File: config.mk
export PLATFORM = sky130hd
export DESIGN_NAME = spi_subsys_top
export DESIGN_NICKNAME = d
export VERILOG_FILES = /design/src/axil_pkg.sv /design/src/spi_proto_pkg.sv /design/src/spi_xfer_if.sv /design/src/spi_pin_sync.sv /design/src/spi_regs.sv /design/src/spi_slave.sv /design/src/spi_subsys_top.sv
export VERILOG_INCLUDE_DIRS = /design/src
export SDC_FILE = /design/constraint.sdc
export NUM_CORES = 1
export LEC_CHECK = 0
export ABC_CLOCK_PERIOD_IN_PS = 5500
export BUFFER_PORTS_ARGS = -buffer_cell sky130_fd_sc_hd__buf_2
export CAP_MARGIN = 30
export CORE_MARGIN = 10
export CORE_UTILIZATION = 40
export CTS_CLUSTER_DIAMETER = 200
export DETAILED_ROUTE_END_ITERATION = 7
export PLACE_DENSITY = 0.76
export SLEW_MARGIN = 15
export SYNTH_ARGS = -nofsm -noshare
export SYNTH_HDL_FRONTEND = slang
export SYNTH_SLANG_ARGS = --single-unit
File: constraint.sdc
create_clock -name sendclk -period 5.5 [get_ports sendclk]
set_input_delay 0.275 -clock sendclk [delete_from_list [all_inputs] [get_ports sendclk]]
set_output_delay 0.275 -clock sendclk [all_outputs]
set_load 0.02 [all_outputs]
File: src/spi_settings.svh
`ifndef SPI_SETTINGS_SVH
`define SPI_SETTINGS_SVH

// Bytes per SPI word
`define SPI_NBYTES 1
`define SPI_DATA_W (8 * `SPI_NBYTES)

// AXI4-Lite port widths
`define AXIL_ADDR_W 4
`define AXIL_DATA_W 32

// Register byte offsets
`define REG_CTRL   4'h0
`define REG_TXDATA 4'h4
`define REG_RXDATA 4'h8
`define REG_STATUS 4'hC

`endif

File: src/axil_pkg.sv
`default_nettype none

`include "spi_settings.svh"

package axil_pkg;

  typedef enum logic [1:0] {
    RESP_OKAY   = 2'b00,
    RESP_SLVERR = 2'b10
  } axil_resp_t;

  // Word index taken from address bits 3:2
  typedef enum logic [1:0] {
    IDX_CTRL   = 2'(`REG_CTRL >> 2),
    IDX_TXDATA = 2'(`REG_TXDATA >> 2),
    IDX_RXDATA = 2'(`REG_RXDATA >> 2),
    IDX_STATUS = 2'(`REG_STATUS >> 2)
  } reg_idx_t;

endpackage

`default_nettype wire

File: src/spi_proto_pkg.sv
`default_nettype none

`include "spi_settings.svh"

package spi_proto_pkg;

  typedef logic [`SPI_DATA_W-1:0] spi_data_t;

  // CTRL bit 1 is CPOL, bit 0 is CPHA
  typedef struct packed {
    logic cpol;
    logic cpha;
  } spi_mode_t;

  // STATUS bits 2..0
  typedef struct packed {
    logic overrun;
    logic rx_valid;
    logic busy;
  } spi_status_t;

endpackage

`default_nettype wire

File: src/spi_xfer_if.sv
`default_nettype none

interface spi_xfer_if;
  import spi_proto_pkg::*;

  spi_mode_t mode;
  spi_data_t tx_data;
  spi_data_t rx_data;
  logic      start;
  logic      done;
  logic      busy;

  modport regs (
    output mode,
    output tx_data,
    input  rx_data,
    input  done,
    input  busy
  );

  // start and done are single-cycle pulses, busy is a level
  modport engine (
    input  mode,
    input  tx_data,
    output rx_data,
    output start,
    output done,
    output busy
  );

endinterface

`default_nettype wire

File: src/spi_pin_sync.sv
`default_nettype none

module spi_pin_sync (
  input  logic sendclk,
  input  logic rst_n,
  input  logic select,
  input  logic mclk,
  input  logic mosi,
  output logic sel_level,
  output logic sel_rise,
  output logic mclk_rise,
  output logic mclk_fall,
  output logic mosi_sync
);

  // Bit 2 select, bit 1 mclk, bit 0 mosi
  logic [2:0] meta_q;
  logic [2:0] sync_q;
  logic       sel_prev;
  logic       mclk_prev;

  always_ff @(posedge sendclk or negedge rst_n)
  begin
    if (!rst_n)
    begin
      meta_q    <= '0;
      sync_q    <= '0;
      sel_prev  <= 1'b0;
      mclk_prev <= 1'b0;
    end
    else
    begin
      meta_q    <= {select, mclk, mosi};
      sync_q    <= meta_q;
      sel_prev  <= sync_q[2];
      mclk_prev <= sync_q[1];
    end
  end

  assign sel_level = sync_q[2];
  assign sel_rise  = sync_q[2] & ~sel_prev;
  assign mclk_rise = sync_q[1] & ~mclk_prev;
  assign mclk_fall = ~sync_q[1] & mclk_prev;
  assign mosi_sync = sync_q[0];

  // Edges stay at least four cycles apart as mclk holds each level that long
  a_mclk_edges_apart: assert property (@(posedge sendclk) disable iff (!rst_n)
    (mclk_rise || mclk_fall) |=> !(mclk_rise || mclk_fall)
      ##1 !(mclk_rise || mclk_fall) ##1 !(mclk_rise || mclk_fall));

endmodule

`default_nettype wire

File: src/spi_regs.sv
`default_nettype none

`include "spi_settings.svh"

module spi_regs (
  input  logic                    sendclk,
  input  logic                    rst_n,
  input  logic [`AXIL_ADDR_W-1:0] awaddr,
  input  logic                    awvalid,
  output logic                    awready,
  input  logic [`AXIL_DATA_W-1:0] wdata,
  input  logic                    wvalid,
  output logic                    wready,
  output axil_pkg::axil_resp_t    bresp,
  output logic                    bvalid,
  input  logic                    bready,
  input  logic [`AXIL_ADDR_W-1:0] araddr,
  input  logic                    arvalid,
  output logic                    arready,
  output logic [`AXIL_DATA_W-1:0] rdata,
  output axil_pkg::axil_resp_t    rresp,
  output logic                    rvalid,
  input  logic                    rready,
  spi_xfer_if.regs                xfer
);
  import spi_proto_pkg::*;
  import axil_pkg::*;

  logic                    wr_accept;
  logic                    rd_accept;
  logic                    wr_bad;
  logic                    rd_bad;
  logic                    rd_clear;
  logic                    ovr_clear;
  reg_idx_t                wr_idx;
  reg_idx_t                rd_idx;
  spi_mode_t               ctrl_q;
  spi_data_t               txdata_q;
  spi_data_t               rxdata_q;
  logic                    rx_valid_q;
  logic                    overrun_q;
  spi_status_t             status;
  logic [`AXIL_DATA_W-1:0] rd_word;

  assign wr_accept = awvalid & wvalid & ~bvalid;
  assign rd_accept = arvalid & ~rvalid;
  assign awready   = wr_accept;
  assign wready    = wr_accept;
  assign arready   = rd_accept;

  assign wr_idx = reg_idx_t'(awaddr[3:2]);
  assign rd_idx = reg_idx_t'(araddr[3:2]);

  // CTRL is locked while a word is on the wire
  assign wr_bad    = (|awaddr[1:0]) | ((wr_idx == IDX_CTRL) & xfer.busy);
  assign rd_bad    = |araddr[1:0];
  assign rd_clear  = rd_accept & ~rd_bad & (rd_idx == IDX_RXDATA);
  assign ovr_clear = wr_accept & ~wr_bad & (wr_idx == IDX_STATUS) & wdata[2];

  assign status = '{overrun: overrun_q, rx_valid: rx_valid_q, busy: xfer.busy};

  assign xfer.mode    = ctrl_q;
  assign xfer.tx_data = txdata_q;

  always_comb
  begin
    rd_word = '0;
    if (!rd_bad)
    begin
      case (rd_idx)
        IDX_CTRL:   rd_word = `AXIL_DATA_W'(ctrl_q);
        IDX_TXDATA: rd_word = `AXIL_DATA_W'(txdata_q);
        IDX_RXDATA: rd_word = `AXIL_DATA_W'(rxdata_q);
        IDX_STATUS: rd_word = `AXIL_DATA_W'(status);
        default:    rd_word = '0;
      endcase
    end
  end

  // Write channel, CTRL and TXDATA
  always_ff @(posedge sendclk or negedge rst_n)
  begin
    if (!rst_n)
    begin
      bvalid   <= 1'b0;
      bresp    <= RESP_OKAY;
      ctrl_q   <= '0;
      txdata_q <= '0;
    end
    else if (wr_accept)
    begin
      bvalid <= 1'b1;
      bresp  <= wr_bad ? RESP_SLVERR : RESP_OKAY;
      if (!wr_bad && wr_idx == IDX_CTRL)
        ctrl_q <= spi_mode_t'(wdata[$bits(spi_mode_t)-1:0]);
      if (!wr_bad && wr_idx == IDX_TXDATA)
        txdata_q <= spi_data_t'(wdata[`SPI_DATA_W-1:0]);
    end
    else if (bready)
    begin
      bvalid <= 1'b0;
    end
  end

  // Received word and its flags
  always_ff @(posedge sendclk or negedge rst_n)
  begin
    if (!rst_n)
    begin
      rxdata_q   <= '0;
      rx_valid_q <= 1'b0;
      overrun_q  <= 1'b0;
    end
    else
    begin
      if (xfer.done)
      begin
        rxdata_q   <= xfer.rx_data;
        rx_valid_q <= 1'b1;
      end
      else if (rd_clear)
      begin
        rx_valid_q <= 1'b0;
      end

      // A new word over one nobody has read yet
      if (xfer.done && rx_valid_q && !rd_clear)
        overrun_q <= 1'b1;
      else if (ovr_clear)
        overrun_q <= 1'b0;
    end
  end

  // Read channel
  always_ff @(posedge sendclk or negedge rst_n)
  begin
    if (!rst_n)
    begin
      rvalid <= 1'b0;
      rresp  <= RESP_OKAY;
    end
    else if (rd_accept)
    begin
      rvalid <= 1'b1;
      rresp  <= rd_bad ? RESP_SLVERR : RESP_OKAY;
    end
    else if (rready)
    begin
      rvalid <= 1'b0;
    end
  end

  always_ff @(posedge sendclk)
  begin
    if (rd_accept)
      rdata <= rd_word;
  end

  a_b_hold: assert property (@(posedge sendclk) disable iff (!rst_n)
    bvalid && !bready |=> bvalid && $stable(bresp));

endmodule

`default_nettype wire

File: src/spi_slave.sv
`default_nettype none

`include "spi_settings.svh"

module spi_slave (
  input  logic       sendclk,
  input  logic       rst_n,
  input  logic       sel_level,
  input  logic       sel_rise,
  input  logic       mclk_rise,
  input  logic       mclk_fall,
  input  logic       mosi_sync,
  output logic       miso,
  spi_xfer_if.engine xfer
);
  import spi_proto_pkg::*;

  localparam int W     = `SPI_DATA_W;
  localparam int CNT_W = $clog2(W);

  logic             lead_edge;
  logic             trail_edge;
  logic             sample_edge;
  logic             shift_edge;
  logic             run;
  logic             last_bit;
  logic             active_q;
  logic             done_q;
  logic             miso_q;
  logic [CNT_W-1:0] bit_cnt;
  spi_data_t        tx_sr;
  spi_data_t        rx_sr;

  // Leading edge moves mclk away from its idle level
  assign lead_edge   = xfer.mode.cpol ? mclk_fall : mclk_rise;
  assign trail_edge  = xfer.mode.cpol ? mclk_rise : mclk_fall;
  assign sample_edge = xfer.mode.cpha ? trail_edge : lead_edge;
  assign shift_edge  = xfer.mode.cpha ? lead_edge : trail_edge;

  assign run      = active_q & sel_level;
  assign last_bit = (bit_cnt == CNT_W'(W - 1));

  assign xfer.start   = sel_rise;
  assign xfer.busy    = active_q | sel_rise;
  assign xfer.done    = done_q;
  assign xfer.rx_data = rx_sr;
  assign miso         = miso_q;

  always_ff @(posedge sendclk or negedge rst_n)
  begin
    if (!rst_n)
    begin
      active_q <= 1'b0;
      done_q   <= 1'b0;
      miso_q   <= 1'b0;
      bit_cnt  <= '0;
    end
    else
    begin
      done_q <= 1'b0;
      if (!sel_level)
      begin
        // Deselect ends the transfer, before the last sample it is an abort
        active_q <= 1'b0;
        miso_q   <= 1'b0;
      end
      else if (sel_rise)
      begin
        active_q <= 1'b1;
        bit_cnt  <= '0;
        // CPHA 1 waits for the first leading edge to show the MSB
        miso_q   <= xfer.mode.cpha ? 1'b0 : xfer.tx_data[W-1];
      end
      else if (active_q)
      begin
        if (sample_edge)
        begin
          bit_cnt <= bit_cnt + 1'b1;
          if (last_bit)
          begin
            active_q <= 1'b0;
            done_q   <= 1'b1;
            miso_q   <= 1'b0;
          end
        end
        if (shift_edge)
          miso_q <= tx_sr[W-1];
      end
    end
  end

  always_ff @(posedge sendclk)
  begin
    if (sel_rise)
      tx_sr <= xfer.mode.cpha ? xfer.tx_data : (xfer.tx_data << 1);
    else if (run && shift_edge)
      tx_sr <= tx_sr << 1;

    if (run && sample_edge)
      rx_sr <= {rx_sr[W-2:0], mosi_sync};
  end

  a_done_after_busy: assert property (@(posedge sendclk) disable iff (!rst_n)
    xfer.done |-> $past(xfer.busy));

  a_start_done_excl: assert property (@(posedge sendclk) disable iff (!rst_n)
    !(xfer.start && xfer.done));

endmodule

`default_nettype wire

File: src/spi_subsys_top.sv
`default_nettype none

`include "spi_settings.svh"

module spi_subsys_top (
  input  logic                    sendclk,
  input  logic                    rst_n,
  input  logic                    select,
  input  logic                    mclk,
  input  logic                    mosi,
  output logic                    miso,
  input  logic [`AXIL_ADDR_W-1:0] awaddr,
  input  logic                    awvalid,
  output logic                    awready,
  input  logic [`AXIL_DATA_W-1:0] wdata,
  input  logic                    wvalid,
  output logic                    wready,
  output axil_pkg::axil_resp_t    bresp,
  output logic                    bvalid,
  input  logic                    bready,
  input  logic [`AXIL_ADDR_W-1:0] araddr,
  input  logic                    arvalid,
  output logic                    arready,
  output logic [`AXIL_DATA_W-1:0] rdata,
  output axil_pkg::axil_resp_t    rresp,
  output logic                    rvalid,
  input  logic                    rready
);

  logic sel_level;
  logic sel_rise;
  logic mclk_rise;
  logic mclk_fall;
  logic mosi_sync;

  spi_xfer_if xfer0 ();

  spi_pin_sync pin_sync0 (
    .sendclk   (sendclk),
    .rst_n     (rst_n),
    .select    (select),
    .mclk      (mclk),
    .mosi      (mosi),
    .sel_level (sel_level),
    .sel_rise  (sel_rise),
    .mclk_rise (mclk_rise),
    .mclk_fall (mclk_fall),
    .mosi_sync (mosi_sync)
  );

  spi_slave slave0 (
    .sendclk   (sendclk),
    .rst_n     (rst_n),
    .sel_level (sel_level),
    .sel_rise  (sel_rise),
    .mclk_rise (mclk_rise),
    .mclk_fall (mclk_fall),
    .mosi_sync (mosi_sync),
    .miso      (miso),
    .xfer      (xfer0.engine)
  );

  spi_regs regs0 (
    .sendclk (sendclk),
    .rst_n   (rst_n),
    .awaddr  (awaddr),
    .awvalid (awvalid),
    .awready (awready),
    .wdata   (wdata),
    .wvalid  (wvalid),
    .wready  (wready),
    .bresp   (bresp),
    .bvalid  (bvalid),
    .bready  (bready),
    .araddr  (araddr),
    .arvalid (arvalid),
    .arready (arready),
    .rdata   (rdata),
    .rresp   (rresp),
    .rvalid  (rvalid),
    .rready  (rready),
    .xfer    (xfer0.regs)
  );

endmodule

`default_nettype wire

Yosys cells after proc, flatten, opt, wreduce, memory -nomap -nowiden
Cells that the tools add are included.
{"block": "op_classes", "n_addsub": 1, "n_shift": 0, "n_bitwise": 22, "n_lt_le_gt_ge": 0, "eq_ne": 9, "div": 0, "n_mux": 38, "n_mul": 0, "reduce_logical": 23}
{"op": "$pmux W32 S4", "n": 1}
{"op": "$mux W1", "n": 29}
{"op": "$mux W8", "n": 3}
{"op": "$reduce_bool A2 Y1", "n": 7}
{"op": "$and A1 B1 Y1", "n": 13}
{"op": "$mux W3", "n": 3}
{"op": "$ne A4 B1 Y1 const B", "n": 2}
{"op": "$not A1 Y1", "n": 7}
{"op": "$eq A2 B2 Y1 const B", "n": 3}
{"op": "$logic_and A1 B1 Y1", "n": 6}
{"op": "$reduce_and A3 Y1", "n": 2}
{"op": "$eq A2 B1 Y1 const B", "n": 2}
{"op": "$logic_not A2 Y1", "n": 2}
{"op": "$mux W2", "n": 2}
{"op": "$reduce_and A2 Y1", "n": 2}
{"op": "$reduce_or A2 Y1", "n": 2}
{"op": "$add A3 B1 Y3 const B", "n": 1}
{"op": "$eq A3 B3 Y1 const B", "n": 1}
{"op": "$ne A3 B1 Y1 const B", "n": 1}
{"op": "$logic_not A1 Y1", "n": 2}
{"op": "$or A1 B1 Y1", "n": 2}
{"block": "word_totals", "n_memories": 0, "in_bits": 50, "mem_bits_rw": 0, "latch_bits": 0, "ff_bits": 88, "word_cells": 114, "rom_bits": 0, "out_inout_bits": 42}

Logic depth before layout (Yosys ltp)
Gate-level depths: netlist of run 1.
{"block": "logic_depth", "depth_word": 11, "depth_mapped": 6, "mapped_depth_nobuf": 6}

By module
From an unflattened synthesis of run 1, not the netlist that was laid out.
{"block": "unflattened", "cells_unflattened": 221, "hier_area_um2": 2882.8}
{"mod": "spi_regs", "instances": 1, "seq_area_each_um2": 840.8, "area_each_um2": 1567.8, "cells_per_inst": 123}
{"mod": "spi_slave", "instances": 1, "seq_area_each_um2": 630.6, "area_each_um2": 1093.5, "cells_per_inst": 87}
{"mod": "spi_pin_sync", "instances": 1, "seq_area_each_um2": 200.2, "area_each_um2": 221.5, "cells_per_inst": 11}

Least setup slack after synthesis of run 1
OpenSTA, ideal clock, no wires.
{"block": "synth_timing", "kind": "flip-flop to flip-flop", "startpoint": "reg regs0.rvalid", "endpoint": "reg regs0.overrun_q", "synth_period_minus_slack_ns": 1.855, "path_stages_with_launch": 4, "setup_ns": 0.122, "t_arrival_ns": 1.733, "slack_ns": 3.645, "cell_sequence": "dfrtp_1 nor2b_1 nand3_1 a32o_1"}
{"block": "synth_between", "elab_chain_len": 7, "word_cells_on_any_way": 8, "cone_classes": "mux: 1; bitwise: 4; reduce/logical: 3"}
{"item": "from (decl)", "line_no": "spi_regs.sv:22", "rtl": "output logic rvalid,"}
{"item": "from (signal assigned)", "line_no": "spi_regs.sv:139", "rtl": "rvalid <= 1'b0;"}
{"item": "from (signal assigned)", "line_no": "spi_regs.sv:144", "rtl": "rvalid <= 1'b1;"}
{"item": "from (signal assigned)", "line_no": "spi_regs.sv:149", "rtl": "rvalid <= 1'b0;"}
{"item": "$not A1 Y1 (*)", "line_no": "spi_regs.sv:46", "rtl": "assign rd_accept = arvalid & ~rvalid;"}
{"item": "$and A1 B1 Y1 (*)", "line_no": "spi_regs.sv:46"}
{"item": "named net arready", "line_no": "spi_subsys_top.sv:23", "rtl": "output logic arready,"}
{"item": "$and A1 B1 Y1 (*) (2 in series)", "line_no": "spi_regs.sv:57", "rtl": "assign rd_clear = rd_accept & ~rd_bad & (rd_idx == IDX_RXDATA);"}
{"item": "$logic_not A1 Y1 (*)", "line_no": "spi_regs.sv:127", "rtl": "if (xfer.done && rx_valid_q && !rd_clear)"}
{"item": "$logic_and A1 B1 Y1 (*)", "line_no": "spi_regs.sv:127"}
{"item": "$mux W1 or $reduce_bool A2 Y1 (tied branches)"}
{"item": "to (signal assigned)", "line_no": "spi_regs.sv:112", "rtl": "overrun_q <= 1'b0;"}
{"item": "to (signal assigned)", "line_no": "spi_regs.sv:128", "rtl": "overrun_q <= 1'b1;"}
{"item": "to (signal assigned)", "line_no": "spi_regs.sv:130", "rtl": "overrun_q <= 1'b0;"}
{"item": "to (decl)", "line_no": "spi_regs.sv:41", "rtl": "logic overrun_q;"}
The timed path passes the listed nets; every way through them passes the cells marked *.
A chain may end at the register's enable or synchronous reset.

Worst setup path after layout of run 1
{"block": "layout_timing", "startpoint": "reg regs0.ctrl_q, in the netlist regs0.xfer.mode[0]", "endpoint": "reg slave0.rx_sr[1], in the netlist slave0.xfer.rx_data[1], enable pin"}
{"block": "layout_between", "elab_chain_len": 2}
{"item": "from (decl)", "line_no": "spi_regs.sv:37", "rtl": "spi_mode_t ctrl_q;"}
{"item": "from (signal assigned)", "line_no": "spi_regs.sv:95", "rtl": "ctrl_q <= spi_mode_t'(wdata[$bits(spi_mode_t)-1:0]);"}
{"item": "$mux W1", "line_no": "spi_slave.sv:37", "rtl": "assign sample_edge = xfer.mode.cpha ? trail_edge : lead_edge;"}
{"item": "$logic_and A1 B1 Y1", "line_no": "spi_slave.sv:99", "rtl": "if (run && sample_edge)"}
{"item": "to (signal assigned)", "line_no": "spi_slave.sv:100", "rtl": "rx_sr <= {rx_sr[W-2:0], mosi_sync};"}
{"item": "to (decl)", "line_no": "spi_slave.sv:32", "rtl": "spi_data_t rx_sr;"}
Every way passes these cells.

==> flow_metrics.tcl, run 1 <==
set metrics [dict create \
    status "finished clean" \
    peakVddDrop_uv 167 \
    critPathArrivalTime_ns 2.37 \
    yosys.area.top_type "dfrtp_1" \
    max_slew_margin_pct 43.9 \
    skew_ns 0.0137 \
    synth_edf_count 24 \
    max_freq_mhz 415 \
    setup_viol 0 \
    first_global_vias 1789 \
    cts_setup_buffers 0 \
    core_sq_um 6760 \
    hp-class "input port to async pin" \
    grt_pass1_wl_mm 8.45 \
    r2r_start "regs0.xfer.mode[0]$_DFFE_PN0P_" \
    io_pins 92 \
    grt_max_degree 39 \
    dpl.hpwl_mm 4.13 \
    dp_cells 328 \
    port_buffers 41 \
    fill_cells 640 \
    power_density_nw_per_um2 319 \
    path_max_fanout 12 \
    path_clk_slew_ns 0.07 \
    hold_viol 0 \
    p_leak_uw 0.00141 \
    synth_cell_types 38 \
    tritoncts "done" \
    drv_cap 0 \
    worst_pin_slew_ns 0.842 \
    nets 312 \
    grtUsageTotal_pct 10.4 \
    finalCritPeriodShare_pct 43.8 \
    clockBufferDepth 2 \
    clk_root_buffer_cell "clkbuf_8" \
    insertion_delay_ns 0.35 \
    fin_setup_tns_ns 0 \
    antenna_found_initial 0 \
    htreeDepth 3 \
    postSynthCellCount 215 \
    wl_per_cell_um 15.6 \
    drt_pre_antenna_iters 4 \
    reg2reg_slack_ns 3.09 \
    r2r_cells 3 \
    syn2layout_area_growth_pct 12.4 \
    multi_input_area_sq_um 956 \
    gp_congestion 0.828 \
    start_util_pct 41.0 \
    synth_ff_type "dfrtp_1" \
    synth-async-reset-ratio_pct 61.3 \
    layout-drive-gt1-share_pct 27.5 \
    clock-sinks 62 \
    grt.overflow.total 0 \
    synth_seq_cells 62 \
    n_antenna_cell 0 \
    num_vias 1707 \
    reg2reg_to "slave0.xfer.rx_data[1]$_DFFE_PP_" \
    yosysTopAreaCellShare_pct 34.3 \
    cp-end-kind "flip-flop" \
    fin_crit_ns 2.41 \
    register_area_sq_um 1670 \
    synth-seq-area-share_pct 60.3 \
    crit_path_start_kind "flip-flop" \
    ant_nets 0 \
    netlist_area_sq_um 2770 \
    ys_warn_count 0 \
    ys_top_cells_by_area "dfrtp_1, edfxtp_1, buf_4, mux2_2, mux2_1" \
    worstPathRequired_ns 5.46 \
    via_per_inst 4.95 \
    maxSlewViolCount 0 \
    syn_avg_cell_area_sq_um 12.9 \
    drt_first_iter_violations 53 \
    die_area_sq_um 10700 \
    holdWs_ns 0.0400 \
    instances_no_fill 345 \
    cts_resized 0 \
    drc 0 \
    num_rows 30 \
    routed_wl_mm 5.38 \
    crit_type "flip-flop to flip-flop" \
    hold_buffers 0 \
    die_w_um 103 \
    die_y_um 103 \
    numCtsBuffers 9 \
    rsz0062_at_grt "false" \
]
## cell usage after synthesis (6+ instances only)
cell type and number:
nor2_1 13, dfrtp_1 38, nand2_1 14, mux2_1 9, a22oi_1 6, o21ai_0 7
edfxtp_1 24, mux2_2 10, a21oi_1 6, buf_4 27, mux2i_1 10
## final cells by class
| type | count | share of cell area, % |
|---|---|---|
| flip-flops and latches | 62 | 53.6 |
| multi-input cells | 142 | 30.7 |
| repair buffers | 42 | 6.82 |
| clock buffers | 9 | 3.97 |
| well taps | 80 | 3.21 |
| clock inverters | 7 | 1.32 |
| inverters | 3 | 0.361 |
## through the flow
stage | cell area (sq um) | utilization, % | worst slack, ns | total power (uW)
2_1_floorplan | 2870 | - | 3.65 | 641
3_3_place_gp | 2940 | 43.6 | 3.14 | 667
3_5_place_dp | 2940 | 43.6 | 3.05 | 673
4_1_cts | 3110 | 46.0 | 3.06 | 1000
5_1_grt | 3120 | 46.1 | 2.96 | 1040
6_report | 3120 | 46.1 | 3.09 | 995
## flip-flops by register name (all words and copies together), names as in the netlist, 2 cells and up
register,count
regs0.rdata,8
regs0.rxdata_q,8
regs0.xfer.tx_data,8
slave0.tx_sr,8
slave0.xfer.rx_data,8
pin_sync0.meta_q,3
pin_sync0.sync_q,3
slave0.bit_cnt,3
regs0.xfer.mode,2
## cells by family (layout without fill, tap and decap cells)
logic type / after synthesis / in the layout / share of synthesized area, %
xor+xnor: 1 / 1 / 0.587
buf+inv: 36 / 61 / 8.62
simple gates: 52 / 52 / 9.48
compound gates: 29 / 29 / 6.50
flops: 62 / 62 / 60.3
mux: 32 / 32 / 13.5
other cells: 1 / 26 / 0.135
fa+ha+maj: 2 / 2 / 0.902
## critical path, cell delays in order (launching register included)
cell and delay [ns]:
dfrtp_1 0.58, xnor2_2 0.43, mux2_4 0.38, nor2_1 0.64
## power breakdown
group	total [uW]	internal (uW)	switching [uW]
clock	332	159	173
sequential	539	512	27.0
combinational	124	46.8	77.6
total	995	718	278
## placed cells by master (no fill, tap or decap), types with 2 or more instances in the layout
master / count
a21oi_1: 6
a22oi_1: 6
and2_1: 3
and3_1: 2
buf_2: 41
clkbuf_8: 9
clkinv_2: 3
clkinvlp_4: 3
conb_1: 26
dfrtp_1: 38
edfxtp_1: 24
ha_1: 2
inv_1: 3
mux2_1: 9
mux2_2: 10
mux2i_1: 10
mux4_2: 2
nand2_1: 14
nand2b_1: 3
nand3_1: 4
nand4_1: 4
nor2_1: 13
nor2b_1: 4
o21ai_0: 7
o21ai_1: 4
## how the worst max path moves through the flow
stage | startpoint | end | slack, ns | cells after the start
2_1_floorplan | regs0.rvalid$_DFFE_PN0P_ | regs0.overrun_q$_DFFE_PN0P_ | 3.65 | 3
3_3_place_gp | regs0.xfer.mode[0]$_DFFE_PN0P_ | slave0.xfer.rx_data[7]$_DFFE_PP_ | 3.14 | 3
3_5_place_dp | regs0.xfer.mode[0]$_DFFE_PN0P_ | slave0.xfer.rx_data[6]$_DFFE_PP_ | 3.05 | 3
4_1_cts | regs0.xfer.mode[0]$_DFFE_PN0P_ | slave0.xfer.rx_data[1]$_DFFE_PP_ | 3.06 | 3
5_1_grt | regs0.xfer.mode[0]$_DFFE_PN0P_ | slave0.tx_sr[0]$_SDFFCE_PN0P_ | 2.96 | 4
6_report | regs0.xfer.mode[0]$_DFFE_PN0P_ | slave0.xfer.rx_data[1]$_DFFE_PP_ | 3.09 | 3
## per-layer routing
layer  share of wire, %  vias to the layer above  global-route usage, %
met5                  0                        -                      0
met4                2.0                        0                   5.45
met3                9.6                       11                   4.72
met2                 46                       61                   15.5
met1                 43                      834                   12.4
li1                   -                      801                      -
Note: power is estimated with default switching activity, not from simulation.
==> run 2: changes to the inputs <==
--- a/config.mk
+++ b/config.mk
@@ -6,7 +6,7 @@
 export SDC_FILE = /design/constraint.sdc
 export NUM_CORES = 1
 export LEC_CHECK = 0
-export ABC_CLOCK_PERIOD_IN_PS = 5500
+export ABC_CLOCK_PERIOD_IN_PS = 2400
 export BUFFER_PORTS_ARGS = -buffer_cell sky130_fd_sc_hd__buf_2
 export CAP_MARGIN = 30
 export CORE_MARGIN = 10
==> constraint.sdc (replaced) <==
create_clock -name sendclk -period 2.4 [get_ports sendclk]
set_input_delay 0.12 -clock sendclk [delete_from_list [all_inputs] [get_ports sendclk]]
set_output_delay 0.12 -clock sendclk [all_outputs]
set_load 0.02 [all_outputs]
==> flow_metrics.tcl, run 2 (synthesis gave the netlist of run 1 again) <==
set metrics [dict create \
    status "finished clean" \
    combinationalPowerShare_pct 12.3 \
    via_per_inst 4.78 \
    max_slew_margin_pct 43.2 \
    antenna_found_initial 0 \
    path_max_fanout 8 \
    grt_max_degree 39 \
    setup_viol 0 \
    rsz0062_at_grt "false" \
    crit_type "flip-flop to flip-flop" \
    clockBufferDepth 2 \
    insertion_delay_ns 0.34 \
    finalCritPeriodShare_pct 78.3 \
    power_uw 2510 \
    grt.overflow.total 0 \
    core_sq_um 6760 \
    power_density_nw_per_um2 765 \
    ant_nets 0 \
    hp-class "input port to flip-flop" \
    critPathArrivalTime_ns 2.09 \
    layout-drive-gt1-share_pct 27.7 \
    clk_root_buffer_cell "clkbuf_8" \
    die_area_sq_um 10700 \
    drt_pre_antenna_iters 4 \
    holdWs_ns 0.0156 \
    worstPathRequired_ns 2.61 \
    seqPwrFrac_pct 49.0 \
    die_y_um 103 \
    nets 325 \
    drc 0 \
    n_antenna_cell 0 \
    gp_congestion 0.839 \
    p_sw_share_pct 25.5 \
    max_freq_mhz 532 \
    maxSlewViolCount 0 \
    fin_crit_ns 1.88 \
    num_vias 1711 \
    syn2layout_area_growth_pct 18.5 \
    num_rows 30 \
    routed_wl_mm 5.45 \
    dpl.hpwl_mm 4.03 \
    numCtsBuffers 9 \
    drv_cap 0 \
    final_common_cell "buf_2" \
    peakVddDrop_uv 390 \
    pwr-share-clk_pct 38.7 \
    path_clk_slew_ns 0.07 \
    first_global_vias 1777 \
    grt_pass1_wl_mm 8.67 \
    cp-end-kind "flip-flop" \
    cts_resized 0 \
    port_buffers 41 \
    htreeDepth 3 \
    clock-sinks 62 \
    drt_first_iter_violations 63 \
    grtUsageTotal_pct 10.7 \
    hold_viol 0 \
    start_util_pct 41.0 \
    p_leak_uw 0.00149 \
    crit_path_start_kind "flip-flop" \
    wl_per_cell_um 15.2 \
    io_pins 92 \
    fin_setup_tns_ns 0 \
    skew_ns 0.00819 \
    final_cell_mix "buf_2, dfrtp_1, conb_1" \
    p_sw_uw 641 \
    worst_pin_slew_ns 0.851 \
    tritoncts "done" \
    die_w_um 103 \
    p_int_uw 1870 \
]
-- run 2: metrics by stage --
stage          setup WS (ns)  instances  util [%]  cell area, sq um
2_1_floorplan          0.545        240         -              2870
3_3_place_gp           0.566        333      44.1              2980
3_5_place_dp           0.536        333      44.1              2980
4_1_cts                0.510        358      48.6              3280
5_1_grt                0.378        358      48.6              3280
6_report               0.521        358      48.6              3280
-- run 2: cell type report --
class	count	area [sq um]
fill	614	3470
sequential	62	1670
multi-input combinational	142	956
timing repair buffer	55	333
clock buffer	9	124
tap	80	100
clock inverter	7	88.8
inverter	3	11.3
-- run 2: final timing paths --
kind                            cells past startpoint                           from                           endpoint  slack, ns
worst min-delay path                                2                       wdata[3]  regs0.xfer.tx_data[3]$_DFFE_PN0P_       0.02
max in group asynchronous                           2                          rst_n         regs0.rresp[1]$_DFFE_PN0P_       1.43
min in group asynchronous                           2                          rst_n      pin_sync0.sync_q[1]$_DFF_PN0_       0.42
worst max register to register                      3       regs0.bvalid$_DFFE_PN0P_  regs0.xfer.tx_data[5]$_DFFE_PN0P_       0.52
worst min register to register                      0  pin_sync0.meta_q[2]$_DFF_PN0_      pin_sync0.sync_q[2]$_DFF_PN0_       0.35
worst max-delay path                                3       regs0.bvalid$_DFFE_PN0P_  regs0.xfer.tx_data[5]$_DFFE_PN0P_       0.52
-- run 2: power by group through the flow --
stage	logic [uW]	registers, uW	clock network, uW
2_1_floorplan	210	1260	0
3_3_place_gp	291	1250	0
3_5_place_dp	298	1250	0
4_1_cts	311	1230	994
5_1_grt	342	1240	1060
6_report	309	1230	973
-- run 2: per-layer routing --
layer	vias to the layer above	routed length [um]	GRT usage [%]
met5	-	0	0
met4	0	49	3.21
met3	8	533	5.12
met2	64	2490	16.1
met1	809	2380	13.3
li1	830	-	-
-- run 2: timing repair --
action / 4_1_cts / 5_1_grt
hold buffers: 9 / 0
hold endpoints to repair: 46 / 0
buffers inserted: 0 / 0
-- run 2: critical path, stage by stage (launching register included) --
cell	delay [ns]
dfrtp_1	0.43
nor4_2	0.46
and3b_1	0.48
mux2_1	0.37
==> run 3: changes to the inputs <==
--- a/config.mk
+++ b/config.mk
@@ -6,14 +6,14 @@
 export SDC_FILE = /design/constraint.sdc
 export NUM_CORES = 1
 export LEC_CHECK = 0
-export ABC_CLOCK_PERIOD_IN_PS = 2400
+export ABC_CLOCK_PERIOD_IN_PS = 1700
 export BUFFER_PORTS_ARGS = -buffer_cell sky130_fd_sc_hd__buf_2
 export CAP_MARGIN = 30
 export CORE_MARGIN = 10
 export CORE_UTILIZATION = 40
 export CTS_CLUSTER_DIAMETER = 200
 export DETAILED_ROUTE_END_ITERATION = 7
-export PLACE_DENSITY = 0.76
+export PLACE_DENSITY = 0.78
 export SLEW_MARGIN = 15
 export SYNTH_ARGS = -nofsm -noshare
 export SYNTH_HDL_FRONTEND = slang
==> constraint.sdc (replaced) <==
create_clock -name sendclk -period 1.7 [get_ports sendclk]
set_input_delay 0.085 -clock sendclk [delete_from_list [all_inputs] [get_ports sendclk]]
set_output_delay 0.085 -clock sendclk [all_outputs]
set_load 0.02 [all_outputs]
==> flow_metrics.tcl, run 3 (synthesis gave the netlist of run 1 again) <==
set metrics [dict create \
    fill_cells 601 \
    die_w_um 103 \
    power_uw 3670 \
    cp-startpoint "regs0.xfer.mode[1]$_DFFE_PN0P_" \
    hold_end "regs0.xfer.tx_data[2]$_DFFE_PN0P_" \
    r2r_start "regs0.xfer.mode[1]$_DFFE_PN0P_" \
    p_sw_share_pct 26.4 \
    routed_wl_mm 5.93 \
    grt_max_degree 39 \
    io_pins 92 \
    antenna_found_initial 0 \
    p_sw_uw 970 \
    rsz0062_at_grt "true" \
    seqPwrFrac_pct 47.1 \
    clock-sinks 62 \
    drt_pre_antenna_iters 5 \
    syn2layout_area_growth_pct 25.4 \
    dpl.hpwl_mm 4.26 \
    n_antenna_cell 0 \
    instances_no_fill 375 \
    layout-drive-gt1-share_pct 32.2 \
    path_clk_slew_ns 0.07 \
    grt_pass1_wl_mm 9.55 \
    final_cell_mix "buf_2, dfrtp_1, conb_1" \
    maxSlewViolCount 0 \
    htreeDepth 3 \
    start_util_pct 41.0 \
    setup_viol 8 \
    clk_root_buffer_cell "clkbuf_8" \
    insertion_delay_ns 0.33 \
    first_global_vias 1954 \
    num_rows 30 \
    nets 342 \
    num_vias 1827 \
    die_area_sq_um 10700 \
    crit_type "flip-flop to flip-flop" \
    p_leak_uw 0.00158 \
    max_freq_mhz 566 \
    fin_area_sq_um 3480 \
    grtUsageTotal_pct 11.6 \
    combinationalPowerShare_pct 13.8 \
    numCtsBuffers 9 \
    finalCritPeriodShare_pct 104 \
    grt.overflow.total 0 \
    status "finished with violations" \
    drt_first_iter_violations 67 \
    core_sq_um 6760 \
    cp-end-kind "flip-flop" \
    r2r_cells 5 \
    skew_ns 0.00822 \
    clockBufferDepth 2 \
    die_y_um 103 \
    port_buffers 41 \
    tritoncts "done" \
    met3_usage_pct 3.59 \
    drc 0 \
    min_from "wdata[2]" \
    met2_usage_pct 18.9 \
    final_common_cell "buf_2" \
    crit_path_start_kind "flip-flop" \
    worstPathRequired_ns 1.75 \
    failed_checks "negative setup slack" \
    met1_usage_pct 13.7 \
    path_max_fanout 4 \
    dpl-instance-area_sq_um 3080 \
    gp_congestion 0.754 \
    drv_cap 0 \
    reg2reg_to "slave0.tx_sr[7]$_DFFE_PP_" \
    wl_per_cell_um 15.8 \
    hp-class "input port to flip-flop" \
    layout_setup_ws_ns -0.0676 \
    via_per_inst 4.87 \
    hold_viol 0 \
    reg2reg_slack_ns -0.07 \
    whs_path_depth 2 \
    p_int_uw 2700 \
    peakVddDrop_uv 693 \
    pwr-share-clk_pct 39.1 \
    critPathArrivalTime_ns 1.82 \
    power_density_nw_per_um2 1060 \
    fin_crit_ns 1.77 \
    grt.busiest_layer "met2" \
    dp_cells 341 \
    ant_nets 0 \
]
## run 3: cell types whose count changed in the layout (fill, tap and decap cells not counted), sizes merged
cell / before / now
buf: 46 / 59
clkinv: 3 / 2
dlygate4sd3: 9 / 13
inv: 3 / 4
## run 3: worst max path at each step
stage                                     to  cells past startpoint
6_report           slave0.tx_sr[7]$_DFFE_PP_                      5
5_1_grt            slave0.tx_sr[7]$_DFFE_PP_                      5
4_1_cts            slave0.tx_sr[7]$_DFFE_PP_                      5
3_5_place_dp   slave0.tx_sr[0]$_SDFFCE_PN0P_                      5
3_3_place_gp   slave0.tx_sr[0]$_SDFFCE_PN0P_                      5
2_1_floorplan  slave0.tx_sr[0]$_SDFFCE_PN0P_                      4
## run 3: power by group through the flow
stage	registers, uW	logic [uW]	clock network [uW]
floorplan	1780	299	0
global placement	1750	440	0
detailed placement	1760	452	0
CTS	1730	502	1470
global route	1740	560	1520
finish	1730	509	1440
## run 3: area by class of cell
cell class              instances  area (sq um)  share of cell area, %
clock inverters                 7          97.6                   2.81
flip-flops and latches         62          1670                   48.1
repair buffers                 72           499                   14.4
multi-input cells             142           973                   28.0
clock buffers                   9           124                   3.56
inverters                       3          11.3                  0.324
well taps                      80           100                   2.88
## run 3: per-stage QoR
stage               setup TNS (ns)  utilization, %  worst slack [ns]  hold WS (ns)
floorplan                        0               -            0.0300        -0.211
global placement                 0            45.5            0.0443         0.166
detailed placement               0            45.5           0.00592         0.173
CTS                       -0.00158            51.3         -0.000830       0.00309
global route                -0.867            51.5            -0.117        0.0187
finish                      -0.466            51.5           -0.0676        0.0156
## run 3: what timing repair did
item	4_1_cts	5_1_grt
hold endpoints to repair	52	0
hold buffers	13	0
pin swaps	2	2
resized for setup	1	2
setup endpoints to repair	5	12
setup buffers	5	1
## run 3: layer usage
layer	part of all wire, %	routed length (um)	up-vias
met3	7.5	447	7
met4	1.0	59	0
met5	0	0	-
li1	-	-	867
met1	42	2470	891
met2	50	2950	62
## run 3: critical path: stages, from the launching register on
cell and delay (ns):
dfrtp_1 0.41, xnor2_2 0.32, mux2i_2 0.31, nand2_1 0.11, a21boi_2 0.18, buf_4 0.16
